$ cat src/source/cx_pkg.sv
`default_nettype none

package cx_pkg;

  ////////////////////////////////////////////////////////////
  // Widths
  ////////////////////////////////////////////////////////////

  localparam int CX_DATA_W   = 32;
  localparam int CX_FUNC_W   = 25;
  localparam int CX_SEL_W    = 2;
  // Response status bits from 0 upward are ci, si, fi, op
  localparam int CX_STATUS_W = 4;

  // Custom opcodes accepted by the request path
  localparam logic [6:0] OPC_CUSTOM0 = 7'b0001011;
  localparam logic [6:0] OPC_CUSTOM1 = 7'b0101011;

  ////////////////////////////////////////////////////////////
  // Host register map, word offsets on address bits 4:2
  ////////////////////////////////////////////////////////////

  localparam logic [2:0] REG_INSN   = 3'd0;
  localparam logic [2:0] REG_DATA0  = 3'd1;
  localparam logic [2:0] REG_DATA1  = 3'd2;
  localparam logic [2:0] REG_SEL    = 3'd3;
  localparam logic [2:0] REG_CMD    = 3'd4;
  localparam logic [2:0] REG_STATUS = 3'd5;
  localparam logic [2:0] REG_RESULT = 3'd6;

  // Status word layout
  localparam int ST_BUSY      = 0;
  localparam int ST_DONE      = 1;
  localparam int ST_ILLEGAL   = 2;
  localparam int ST_FLAGS_LSB = 4;
  localparam int ST_CNT_LSB   = 8;

  // Selector word layout
  localparam int SEL_CXU_LSB   = 0;
  localparam int SEL_STATE_LSB = 2;
  localparam int SEL_VIRT_LSB  = 4;

  ////////////////////////////////////////////////////////////
  // Instruction word views
  ////////////////////////////////////////////////////////////

  typedef union packed {
    // R-type layout
    struct packed {
      logic [6:0] funct7;
      logic [4:0] rs2;
      logic [4:0] rs1;
      logic [2:0] funct3;
      logic [4:0] rd;
      logic [6:0] opcode;
    } r;
    // Everything above the opcode as one function field
    struct packed {
      logic [CX_FUNC_W-1:0] func;
      logic [6:0]           opcode;
    } f;
  } cx_insn_u;

endpackage

`default_nettype wire

$ cat src/source/cx_wb_regs.sv
`timescale 1ns/10ps
`default_nettype none

module cx_wb_regs import cx_pkg::*; #(
  parameter int CNT_W = 8
) (
  input  logic                   clk_i,
  input  logic                   rst_ni,

  // Wishbone classic slave
  input  logic                   wb_cyc_i,
  input  logic                   wb_stb_i,
  input  logic                   wb_we_i,
  input  logic [4:2]             wb_adr_i,
  input  logic [CX_DATA_W-1:0]   wb_dat_i,
  output logic [CX_DATA_W-1:0]   wb_dat_o,
  output logic                   wb_ack_o,

  // Request setup
  output cx_insn_u               insn_o,
  output logic [CX_DATA_W-1:0]   data0_o,
  output logic [CX_DATA_W-1:0]   data1_o,
  output logic [CX_SEL_W-1:0]    cxu_id_o,
  output logic [CX_SEL_W-1:0]    state_id_o,
  output logic [CX_SEL_W-1:0]    virt_state_id_o,
  output logic                   go_o,

  // From the request tracker
  input  logic                   busy_i,
  input  logic [CX_DATA_W-1:0]   result_i,

  // From the status block
  input  logic                   done_i,
  input  logic                   illegal_i,
  input  logic [CX_STATUS_W-1:0] flags_i,
  input  logic [CNT_W-1:0]       count_i,
  output logic [CX_STATUS_W-1:0] clr_flags_o,
  output logic                   clr_illegal_o,
  output logic                   clr_done_o
);

  cx_insn_u                  insn_q;
  logic [CX_DATA_W-1:0]      data0_q;
  logic [CX_DATA_W-1:0]      data1_q;
  logic [3*CX_SEL_W-1:0]     sel_q;
  logic                      ack_q;
  logic                      wr_en;
  logic                      wr_status;
  logic [CX_DATA_W-1:0]      status_word;
  logic [CX_DATA_W-1:0]      rd_data;

  ////////////////////////////////////////////////////////////
  // Bus handshake
  ////////////////////////////////////////////////////////////

  // Single-cycle ack, one clock after the strobe is seen
  always_ff @(posedge clk_i or negedge rst_ni) begin
    if (!rst_ni) begin
      ack_q <= 1'b0;
    end else begin
      ack_q <= wb_cyc_i & wb_stb_i & ~ack_q;
    end
  end

  assign wb_ack_o  = ack_q;
  assign wr_en     = ack_q & wb_cyc_i & wb_stb_i & wb_we_i;
  assign wr_status = wr_en & (wb_adr_i == REG_STATUS);

  ////////////////////////////////////////////////////////////
  // Writable registers
  ////////////////////////////////////////////////////////////

  always_ff @(posedge clk_i or negedge rst_ni) begin
    if (!rst_ni) begin
      insn_q  <= '0;
      data0_q <= '0;
      data1_q <= '0;
      sel_q   <= '0;
    end else if (wr_en) begin
      case (wb_adr_i)
        REG_INSN:  insn_q  <= wb_dat_i;
        REG_DATA0: data0_q <= wb_dat_i;
        REG_DATA1: data1_q <= wb_dat_i;
        REG_SEL:   sel_q   <= wb_dat_i[3*CX_SEL_W-1:0];
        default: ;
      endcase
    end
  end

  assign insn_o          = insn_q;
  assign data0_o         = data0_q;
  assign data1_o         = data1_q;
  assign cxu_id_o        = sel_q[SEL_CXU_LSB +: CX_SEL_W];
  assign state_id_o      = sel_q[SEL_STATE_LSB +: CX_SEL_W];
  assign virt_state_id_o = sel_q[SEL_VIRT_LSB +: CX_SEL_W];

  // Command and write-1-to-clear strobes, all in the ack cycle
  assign go_o          = wr_en & (wb_adr_i == REG_CMD) & wb_dat_i[0];
  assign clr_flags_o   = wr_status ? wb_dat_i[ST_FLAGS_LSB +: CX_STATUS_W] : '0;
  assign clr_illegal_o = wr_status & wb_dat_i[ST_ILLEGAL];
  assign clr_done_o    = wr_status & wb_dat_i[ST_DONE];

  ////////////////////////////////////////////////////////////
  // Read path
  ////////////////////////////////////////////////////////////

  always_comb begin
    status_word                                 = '0;
    status_word[ST_BUSY]                        = busy_i;
    status_word[ST_DONE]                        = done_i;
    status_word[ST_ILLEGAL]                     = illegal_i;
    status_word[ST_FLAGS_LSB +: CX_STATUS_W]    = flags_i;
    status_word[ST_CNT_LSB +: CNT_W]            = count_i;
  end

  // CMD is write-only and reads as zero like unmapped offsets
  always_comb begin
    case (wb_adr_i)
      REG_INSN:   rd_data = insn_q;
      REG_DATA0:  rd_data = data0_q;
      REG_DATA1:  rd_data = data1_q;
      REG_SEL:    rd_data = {{(CX_DATA_W-3*CX_SEL_W){1'b0}}, sel_q};
      REG_STATUS: rd_data = status_word;
      REG_RESULT: rd_data = result_i;
      default:    rd_data = '0;
    endcase
  end

  assign wb_dat_o = rd_data;

endmodule

`default_nettype wire

$ cat src/source/cx_req_fsm.sv
`timescale 1ns/10ps
`default_nettype none

module cx_req_fsm import cx_pkg::*; (
  input  logic                   clk_i,
  input  logic                   rst_ni,

  // From the register block
  input  logic                   go_i,
  input  cx_insn_u               insn_i,
  input  logic [CX_DATA_W-1:0]   data0_i,
  input  logic [CX_DATA_W-1:0]   data1_i,

  // CX request and response handshake
  output logic                   cx_req_valid_o,
  input  logic                   cx_req_ready_i,
  output logic                   cx_resp_ready_o,
  input  logic                   cx_resp_valid_i,
  input  logic [CX_DATA_W-1:0]   cx_resp_data_i,
  input  logic [CX_STATUS_W-1:0] cx_resp_status_i,
  output logic [CX_DATA_W-1:0]   cx_req_data0_o,
  output logic [CX_DATA_W-1:0]   cx_req_data1_o,
  output logic [CX_FUNC_W-1:0]   cx_func_o,
  output logic [CX_DATA_W-1:0]   cx_insn_o,

  // Result and events
  output logic                   busy_o,
  output logic [CX_DATA_W-1:0]   result_o,
  output logic                   illegal_o,
  output logic                   done_o,
  output logic [CX_STATUS_W-1:0] status_o
);

  localparam logic [1:0] S_IDLE        = 2'd0;
  localparam logic [1:0] S_AWAIT_READY = 2'd1;
  localparam logic [1:0] S_AWAIT_RESP  = 2'd2;

  logic [1:0]             state_q;
  logic [1:0]             state_d;
  cx_insn_u               insn_q;
  logic [CX_DATA_W-1:0]   data0_q;
  logic [CX_DATA_W-1:0]   data1_q;
  logic [CX_DATA_W-1:0]   result_q;
  logic [CX_STATUS_W-1:0] status_q;
  logic                   done_q;
  logic                   legal;
  logic                   start;
  logic                   resp_take;

  // Only the two custom opcodes are forwarded to the unit
  assign legal = (insn_i.r.opcode == OPC_CUSTOM0) || (insn_i.r.opcode == OPC_CUSTOM1);

  // Busy also covers the cycle in which the done pulse is out
  assign busy_o    = (state_q != S_IDLE) | done_q;
  assign start     = go_i & ~busy_o;
  assign illegal_o = start & ~legal;
  assign resp_take = (state_q == S_AWAIT_RESP) & cx_resp_valid_i;

  ////////////////////////////////////////////////////////////
  // Request tracker
  ////////////////////////////////////////////////////////////

  always_comb begin
    state_d = state_q;
    case (state_q)
      S_IDLE:        if (start && legal) state_d = S_AWAIT_READY;
      S_AWAIT_READY: if (cx_req_ready_i) state_d = S_AWAIT_RESP;
      S_AWAIT_RESP:  if (cx_resp_valid_i) state_d = S_IDLE;
      default:       state_d = S_IDLE;
    endcase
  end

  always_ff @(posedge clk_i or negedge rst_ni) begin
    if (!rst_ni) begin
      state_q <= S_IDLE;
      done_q  <= 1'b0;
    end else begin
      state_q <= state_d;
      done_q  <= resp_take;
    end
  end

  // Request payload, frozen for the whole transaction
  always_ff @(posedge clk_i or negedge rst_ni) begin
    if (!rst_ni) begin
      insn_q  <= '0;
      data0_q <= '0;
      data1_q <= '0;
    end else if (start && legal) begin
      insn_q  <= insn_i;
      data0_q <= data0_i;
      data1_q <= data1_i;
    end
  end

  // Response capture
  always_ff @(posedge clk_i or negedge rst_ni) begin
    if (!rst_ni) begin
      result_q <= '0;
      status_q <= '0;
    end else if (resp_take) begin
      result_q <= cx_resp_data_i;
      status_q <= cx_resp_status_i;
    end
  end

  assign cx_req_valid_o  = (state_q == S_AWAIT_READY);
  assign cx_resp_ready_o = (state_q == S_AWAIT_RESP);
  assign cx_req_data0_o  = data0_q;
  assign cx_req_data1_o  = data1_q;
  assign cx_func_o       = insn_q.f.func;
  assign cx_insn_o       = insn_q;

  assign result_o = result_q;
  assign done_o   = done_q;
  assign status_o = status_q;

endmodule

`default_nettype wire

$ cat src/source/cx_status_csr.sv
`timescale 1ns/10ps
`default_nettype none

module cx_status_csr import cx_pkg::*; #(
  parameter int CNT_W = 8
) (
  input  logic                   clk_i,
  input  logic                   rst_ni,

  // Events from the request tracker
  input  logic                   done_i,
  input  logic                   illegal_i,
  input  logic [CX_STATUS_W-1:0] status_i,

  // Write-1-to-clear strobes
  input  logic [CX_STATUS_W-1:0] clr_flags_i,
  input  logic                   clr_illegal_i,
  input  logic                   clr_done_i,

  output logic                   done_o,
  output logic                   illegal_o,
  output logic [CX_STATUS_W-1:0] flags_o,
  output logic [CNT_W-1:0]       count_o
);

  logic                   done_q;
  logic                   illegal_q;
  logic [CX_STATUS_W-1:0] flags_q;
  logic [CX_STATUS_W-1:0] flags_set;
  logic [CNT_W-1:0]       count_q;

  ////////////////////////////////////////////////////////////
  // Sticky response flags
  ////////////////////////////////////////////////////////////

  // A new status bit overrides a clear of the same bit
  assign flags_set = done_i ? status_i : '0;

  always_ff @(posedge clk_i or negedge rst_ni) begin
    if (!rst_ni) begin
      flags_q <= '0;
    end else begin
      flags_q <= (flags_q & ~clr_flags_i) | flags_set;
    end
  end

  ////////////////////////////////////////////////////////////
  // Done, illegal and completion count
  ////////////////////////////////////////////////////////////

  always_ff @(posedge clk_i or negedge rst_ni) begin
    if (!rst_ni) begin
      done_q  <= 1'b0;
      count_q <= '0;
    end else if (done_i) begin
      done_q <= 1'b1;
      // Saturate rather than wrap
      if (count_q != {CNT_W{1'b1}}) begin
        count_q <= count_q + 1'b1;
      end
    end else if (clr_done_i) begin
      done_q  <= 1'b0;
      count_q <= '0;
    end
  end

  always_ff @(posedge clk_i or negedge rst_ni) begin
    if (!rst_ni) begin
      illegal_q <= 1'b0;
    end else if (illegal_i) begin
      illegal_q <= 1'b1;
    end else if (clr_illegal_i) begin
      illegal_q <= 1'b0;
    end
  end

  assign done_o    = done_q;
  assign illegal_o = illegal_q;
  assign flags_o   = flags_q;
  assign count_o   = count_q;

endmodule

`default_nettype wire

$ cat src/source/cx_host_top.sv
`timescale 1ns/10ps
`default_nettype none

module cx_host_top import cx_pkg::*; #(
  parameter int CNT_W = 8
) (
  input  logic                   clk_i,
  input  logic                   rst_ni,

  // Host side
  input  logic                   wb_cyc_i,
  input  logic                   wb_stb_i,
  input  logic                   wb_we_i,
  input  logic [4:2]             wb_adr_i,
  input  logic [CX_DATA_W-1:0]   wb_dat_i,
  output logic [CX_DATA_W-1:0]   wb_dat_o,
  output logic                   wb_ack_o,

  // CX unit side
  output logic                   cx_req_valid_o,
  input  logic                   cx_req_ready_i,
  output logic                   cx_resp_ready_o,
  input  logic                   cx_resp_valid_i,
  input  logic [CX_DATA_W-1:0]   cx_resp_data_i,
  input  logic [CX_STATUS_W-1:0] cx_resp_status_i,
  output logic [CX_DATA_W-1:0]   cx_req_data0_o,
  output logic [CX_DATA_W-1:0]   cx_req_data1_o,
  output logic [CX_FUNC_W-1:0]   cx_func_o,
  output logic [CX_DATA_W-1:0]   cx_insn_o,
  output logic [CX_SEL_W-1:0]    cx_cxu_id_o,
  output logic [CX_SEL_W-1:0]    cx_state_id_o,
  output logic [CX_SEL_W-1:0]    cx_virt_state_id_o
);

  cx_insn_u               insn;
  logic [CX_DATA_W-1:0]   data0;
  logic [CX_DATA_W-1:0]   data1;
  logic                   go;
  logic                   busy;
  logic [CX_DATA_W-1:0]   result;
  logic                   illegal_pulse;
  logic                   done_pulse;
  logic [CX_STATUS_W-1:0] resp_status;
  logic                   done_flag;
  logic                   illegal_flag;
  logic [CX_STATUS_W-1:0] flags;
  logic [CNT_W-1:0]       count;
  logic [CX_STATUS_W-1:0] clr_flags;
  logic                   clr_illegal;
  logic                   clr_done;

  cx_wb_regs #(
    .CNT_W (CNT_W)
  ) u_regs (
    .clk_i           (clk_i),
    .rst_ni          (rst_ni),
    .wb_cyc_i        (wb_cyc_i),
    .wb_stb_i        (wb_stb_i),
    .wb_we_i         (wb_we_i),
    .wb_adr_i        (wb_adr_i),
    .wb_dat_i        (wb_dat_i),
    .wb_dat_o        (wb_dat_o),
    .wb_ack_o        (wb_ack_o),
    .insn_o          (insn),
    .data0_o         (data0),
    .data1_o         (data1),
    .cxu_id_o        (cx_cxu_id_o),
    .state_id_o      (cx_state_id_o),
    .virt_state_id_o (cx_virt_state_id_o),
    .go_o            (go),
    .busy_i          (busy),
    .result_i        (result),
    .done_i          (done_flag),
    .illegal_i       (illegal_flag),
    .flags_i         (flags),
    .count_i         (count),
    .clr_flags_o     (clr_flags),
    .clr_illegal_o   (clr_illegal),
    .clr_done_o      (clr_done)
  );

  cx_req_fsm u_req (
    .clk_i            (clk_i),
    .rst_ni           (rst_ni),
    .go_i             (go),
    .insn_i           (insn),
    .data0_i          (data0),
    .data1_i          (data1),
    .cx_req_valid_o   (cx_req_valid_o),
    .cx_req_ready_i   (cx_req_ready_i),
    .cx_resp_ready_o  (cx_resp_ready_o),
    .cx_resp_valid_i  (cx_resp_valid_i),
    .cx_resp_data_i   (cx_resp_data_i),
    .cx_resp_status_i (cx_resp_status_i),
    .cx_req_data0_o   (cx_req_data0_o),
    .cx_req_data1_o   (cx_req_data1_o),
    .cx_func_o        (cx_func_o),
    .cx_insn_o        (cx_insn_o),
    .busy_o           (busy),
    .result_o         (result),
    .illegal_o        (illegal_pulse),
    .done_o           (done_pulse),
    .status_o         (resp_status)
  );

  cx_status_csr #(
    .CNT_W (CNT_W)
  ) u_status (
    .clk_i         (clk_i),
    .rst_ni        (rst_ni),
    .done_i        (done_pulse),
    .illegal_i     (illegal_pulse),
    .status_i      (resp_status),
    .clr_flags_i   (clr_flags),
    .clr_illegal_i (clr_illegal),
    .clr_done_i    (clr_done),
    .done_o        (done_flag),
    .illegal_o     (illegal_flag),
    .flags_o       (flags),
    .count_o       (count)
  );

endmodule

`default_nettype wire

$ cat config.mk
export PLATFORM = sky130hd
export DESIGN_NAME = cx_host_top
export DESIGN_NICKNAME = d
export VERILOG_FILES = /design/src/source/cx_pkg.sv /design/src/source/cx_wb_regs.sv /design/src/source/cx_req_fsm.sv /design/src/source/cx_status_csr.sv /design/src/source/cx_host_top.sv
export SDC_FILE = /design/constraint.sdc
export NUM_CORES = 1
export LEC_CHECK = 0
export ABC_AREA = 1
export BUFFER_PORTS_ARGS = -buffer_cell sky130_fd_sc_hd__buf_2
export CORE_MARGIN = 1
export CORE_UTILIZATION = 55
export DETAILED_ROUTE_END_ITERATION = 16
export HOLD_SLACK_MARGIN = 0.12
export PLACE_DENSITY = 0.87
export SLEW_MARGIN = 20
export SYNTH_ARGS = -nofsm -noshare
export SYNTH_HDL_FRONTEND = slang
export SYNTH_SLANG_ARGS = --single-unit
$ cat constraint.sdc
create_clock -name clk_i -period 2.3 [get_ports clk_i]
set_input_delay 0.46 -clock clk_i [delete_from_list [all_inputs] [get_ports clk_i]]
set_output_delay 0.46 -clock clk_i [all_outputs]
set_load 0.02 [all_outputs]
; ---- Word-level counts from Yosys, hierarchy flattened
; Cells that the tools add are included.
[totals]
out_inout_bits = 162
latch_bits = 0
memories = 0
word_cells = 79
rom_bits = 0
ff_bits = 252
input_bits = 78
mem_bits_rw = 0
[classes]
n_bitwise = 20
magnitude_cmp = 0
n_eq_ne = 15
n_mux = 14
shift = 0
reduce_logical = 13
mul = 0
addsub = 1
div = 0
[ops]
columns = op, n
row1 = one-hot mux 32 bit (6 select lines), 1
row2 = 2-to-1 mux 8 bit, 3
row3 = AND 1 bit, 13
row4 = AND reduction 2 bit, 5
row5 = equality test 3 bit (second input constant), 3
row6 = adder 8 x 1 -> 8 bit (second input constant), 1
row7 = 2-to-1 mux 4 bit, 2
row8 = != test 2 x 1 -> 1 bit (second input constant), 4
row9 = != test 8 bit (second input constant), 1
row10 = equality test 7 x 4 -> 1 bit (second input constant), 1
row11 = equality test 7 x 6 -> 1 bit (second input constant), 1
row12 = equality test 3 x 2 -> 1 bit (second input constant), 2
row13 = 2-to-1 mux 2 bit, 3
row14 = one-hot mux 2 bit (3 select lines), 1
row15 = nonzero test 2 bit, 3
row16 = AND 4 bit, 1
row17 = 2-to-1 mux 1 bit, 4
row18 = NOT 4 bit, 1
row19 = OR 4 bit, 1
row20 = equality test 3 x 1 -> 1 bit (second input constant), 1
row21 = logical NOT 3 bit, 1
row22 = NOT 1 bit, 3
row23 = AND reduction 3 bit, 1
row24 = equality test 2 x 1 -> 1 bit (second input constant), 1
row25 = other kinds (5), 5

; ---- Longest topological paths before layout
[depth]
ltp_word = 9
depth_mapped = 8
mapped_depth_nobuf = 8

; ---- By module
; Synthesis repeated with hierarchy kept, for this count alone.
[unflattened]
hier_cells = 1516
hier_area_um2 = 12390.6
[by_module_without_submodules]
columns = mod, instances, cells_per_inst, seq_area_each_um2, area_each_um2
row1 = cx_req_fsm, 1, 710, 3378.2, 6257.3
row2 = cx_wb_regs, 1, 721, 2577.5, 5411.4
row3 = cx_status_csr, 1, 85, 350.3, 721.9

; ---- Worst setup path before layout
; No wires, ideal clock.
[synth_path]
path_kind = input port to output port
from = in wb_adr_i[3] (netlist bit)
to = out wb_dat_o[11]
path_buffers = 2
required_ps = 1840
arrival_time_ps = 1361
path_slack_ps = 479
path_stages = 7
cell_sequence = nor2_1 nand2_1 inv_1 buf_2 buf_2 nand2_1 nand3_1
[synth_between]
elab_chain_len = 2
word_cells_on_any_way = 7
classes_between = eq/ne (5) / mux (1) / reduce/logical (1)
[synth_lines]
columns = item, line_no
row1 = "start, declared", cx_host_top.sv:14  ; input logic [4:2] wb_adr_i,
row2 = equality test 3 bit (tied with other cells), cx_wb_regs.sv:118  ; case (wb_adr_i)
row3 = one-hot mux 32 bit (6 select lines) *, cx_wb_regs.sv:118
row4 = "end, declared", cx_host_top.sv:16  ; output logic [CX_DATA_W-1:0] wb_dat_o,
; Mark *: on every way between the ends. The rest lies on a longest branch, timed or not.

; ---- Final worst setup path
[layout_path]
from = reg u_req.state_q[0]
to = out wb_dat_o[0]
[layout_between]
elab_chain_len = 3
[layout_lines]
columns = item, line_no
row1 = "start, declared", cx_req_fsm.sv:38  ; logic [1:0] state_q;
row2 = "start signal, assigned", cx_req_fsm.sv:78  ; state_q <= state_d;
row3 = nonzero test 2 bit, cx_req_fsm.sv:54  ; assign busy_o = (state_q != S_IDLE) | done_q;
row4 = OR 1 bit, cx_req_fsm.sv:54
row5 = one-hot mux 32 bit (6 select lines), cx_wb_regs.sv:118
; Every way passes these cells.

==> results.tsv <==
metric	value	unit
status	finished, final reports clean	
hold_viol_final	0	
drtIter0Drc	767	
hold_start	cx_resp_data_i[26]	
ys_warn_count	0	
setup_slack	0.125	ns
cts_buffer_depth	3	
yosys-top-cells-count	547 x nand2_1, 252 x dfrtp_1, 105 x nand4_1, 95 x o21ai_0, 75 x inv_1	
die_area	0.0207	mm2
r2r_slack	0.66	ns
route.detailed.drc	0	
post-dp-hpwl	21200	um
synth_top_area_cell	dfrtp_1	
synth_most_common_cell	nand2_1	
grt_pass1_wl	48700	um
syn_area	0.0111	mm2
crit_fanout	3	
synth.distinct_cells	26	
antennaDiodeCount	0	
synthArstFlopShare	100	%
clk_latency	0.52	ns
design_power_total	9890	uW
hp-class	primary input to register	
place_inst	1734	
core-area	0.0196	mm2
vias_per_cell	5.52	
grt_util_all_layers	30.5	%
p_leak	0.00744	uW
crit_arrival	1.71	ns
syn_inst	1300	
nets	1581	
slew_violations	0	
area_growth	20.3	%
relSlewSlack	52.7	%
first_global_vias	9489	
root_buffer	clkbuf_16	
setup_viol	0	
fmax	460	MHz
fin_crit_sh	94.6	%
ios	240	
synth_nets	1379	
ir_drop	0.588	mV
vias	9846	
rsz0062_at_grt	false	
synth-main-ff-cell	dfrtp_1	
ys_seq_elements	252	
wl_per_cell	17.3	um
antenna_found_initial	1	
end_kind	output port	
start_util	56.5	%
slowest_delay	0.40	ns
cp_top_family	simple AND/OR/NAND/NOR gates	
drt-total-wl	30900	um
crit_buf_inv	3	
die_w	144	um
drive_above_1_share	21.5	%
cts_sinks	252	
reg2regPathDepth	7	
antenna_left	0	
fin_crit	2.17	ns
setup_tns	0	ns
whs	0.131	ns
dieHeight	144	um
r2r_end	u_req.cx_req_data0_o[17]$_DFFE_PN0P_	
r2r-start	u_req.state_q[0]$_DFFE_PN0P_	
synth_edf_count	0	
grt_remaining_overflow	0	
grt_max_degree	69	
pre_cts_slack	0.191	ns
placementRows	51	
clkTransAtPathRegs	0.06	ns
clock_skew	0.00953	ns
syn_avg_cell_area	8.51	um2
worst_ep_required_time	1.84	ns
h-tree-depth	1	
finalNonFillerCells	1784	
place.port_buffers	239	
worst_slew_pin_slew	0.708	ns
hold_depth	3	
synth_top_area_share	57.0	%
ys_top_cells_by_area	dfrtp_1 57%, nand2_1 19%, nand4_1 5.9%	
worstHoldEndpoint	u_req.result_o[26]$_DFFE_PN0P_	
p_per_area	743	mW/mm2
tritoncts	yes	
crit_chain	inv_1 -> nand3_1 -> nand2_1 -> nand2_1 -> inv_1 -> nand3b_1 -> buf_2	
seq_area_frac_synth	57.0	%
gp_congestion	0.956	
first_pass_iters	5	
cts_inserted_buffers	26	
maxCapViolations	0	
setup.worst_path.class	register to output port	
slowest_stage	dfrtp_1	
cp-start-kind	register	
[layout make-up]
| cell class | instances | area [um2] |
|---|---|---|
| clock buffers | 38 | 757 |
| clock inverters | 7 | 121 |
| inverters | 79 | 297 |
| well taps | 265 | 332 |
| repair buffers | 279 | 1630 |
| fillers | 1598 | 6280 |
| flip-flops and latches | 252 | 6310 |
| multi-input cells | 864 | 3870 |
[worst max-delay path by stage]
stage	start	end	slack [ns]	cells past startpoint
after CTS	u_req.state_q[0]$_DFFE_PN0P_	wb_dat_o[0]	0.15	7
final	u_req.state_q[0]$_DFFE_PN0P_	wb_dat_o[0]	0.13	7
after floorplan	wb_adr_i[3]	wb_dat_o[11]	0.48	7
after global routing	u_req.state_q[0]$_DFFE_PN0P_	wb_dat_o[0]	0.03	7
after detailed placement	wb_adr_i[2]	wb_dat_o[0]	0.19	10
after global placement	wb_adr_i[2]	wb_dat_o[5]	0.21	10
[tightest hold or removal path: cells and delay by family]
kind	cells	cell delay (ns)
simple gates	2	0.09
buf+inv	1	0.07
[per-stage QoR]
stage	util (%)	instance area, um2
final	68.0	13300
after floorplan	-	11100
after CTS	68.0	13300
after global placement	63.2	12400
after global routing	68.0	13300
after detailed placement	63.2	12400
[per-layer routing]
| metal | global-route usage, % | part of all wire, % | vias to the layer above |
|---|---|---|---|
| met2 | 48.2 | 46 | 501 |
| li1 | - | - | 4605 |
| met4 | 11.0 | 2.7 | 2 |
| met5 | 0 | 0.039 | - |
| met3 | 5.60 | 8.2 | 75 |
| met1 | 42.2 | 43 | 4663 |
[power breakdown]
| part | total, uW | switching (uW) | internal (uW) |
|---|---|---|---|
| registers | 4860 | 198 | 4660 |
| clock network | 4320 | 1710 | 2610 |
| logic | 709 | 455 | 254 |
[kinds of logic after synthesis]
| family | after synthesis | synth area share [%] |
|---|---|---|
| and+or+nand+nor | 715 | 27.5 |
| DFF | 252 | 57.0 |
| buffers and inverters | 184 | 8.25 |
| AOI/OAI and AO/OA | 147 | 7.12 |
| xor gates and xnor gates | 1 | 0.0791 |
| adders and majority gates | 1 | 0.113 |
[sequential cells by signal, indices dropped and copies added, names as in the netlist, 2 cells and up]
| name | cells |
|---|---|
| u_status.count_o | 8 |
| u_req.state_q | 2 |
| u_req.result_o | 32 |
| u_req.status_o | 4 |
| u_req.cx_req_data1_o | 32 |
| u_req.cx_insn_o | 32 |
| u_regs.data0_o | 32 |
| u_status.flags_o | 4 |
| u_regs.sel_q | 6 |
| u_req.cx_req_data0_o | 32 |
| u_regs.insn_o | 32 |
| u_regs.data1_o | 32 |
[repair_timing]
| item | in CTS | in global routing |
|---|---|---|
| endpoints found under the hold margin | 49 | 0 |
| endpoints found under the setup margin | 0 | 0 |
| gates resized for setup | 0 | 0 |
| setup buffers | 0 | 0 |
| hold buffers | 5 | 0 |
[cell usage in the layout (no fill, tap or decap), drive strengths merged, types with 19 or more instances in the layout]
cell and count:
nor2 21, dfrtp 252, nand3 33, inv 79
nand2 551, clkbuf 38, nand4 105, o21ai 122
buf 274, a22oi 19
Note: power is estimated with default switching activity, not from simulation.
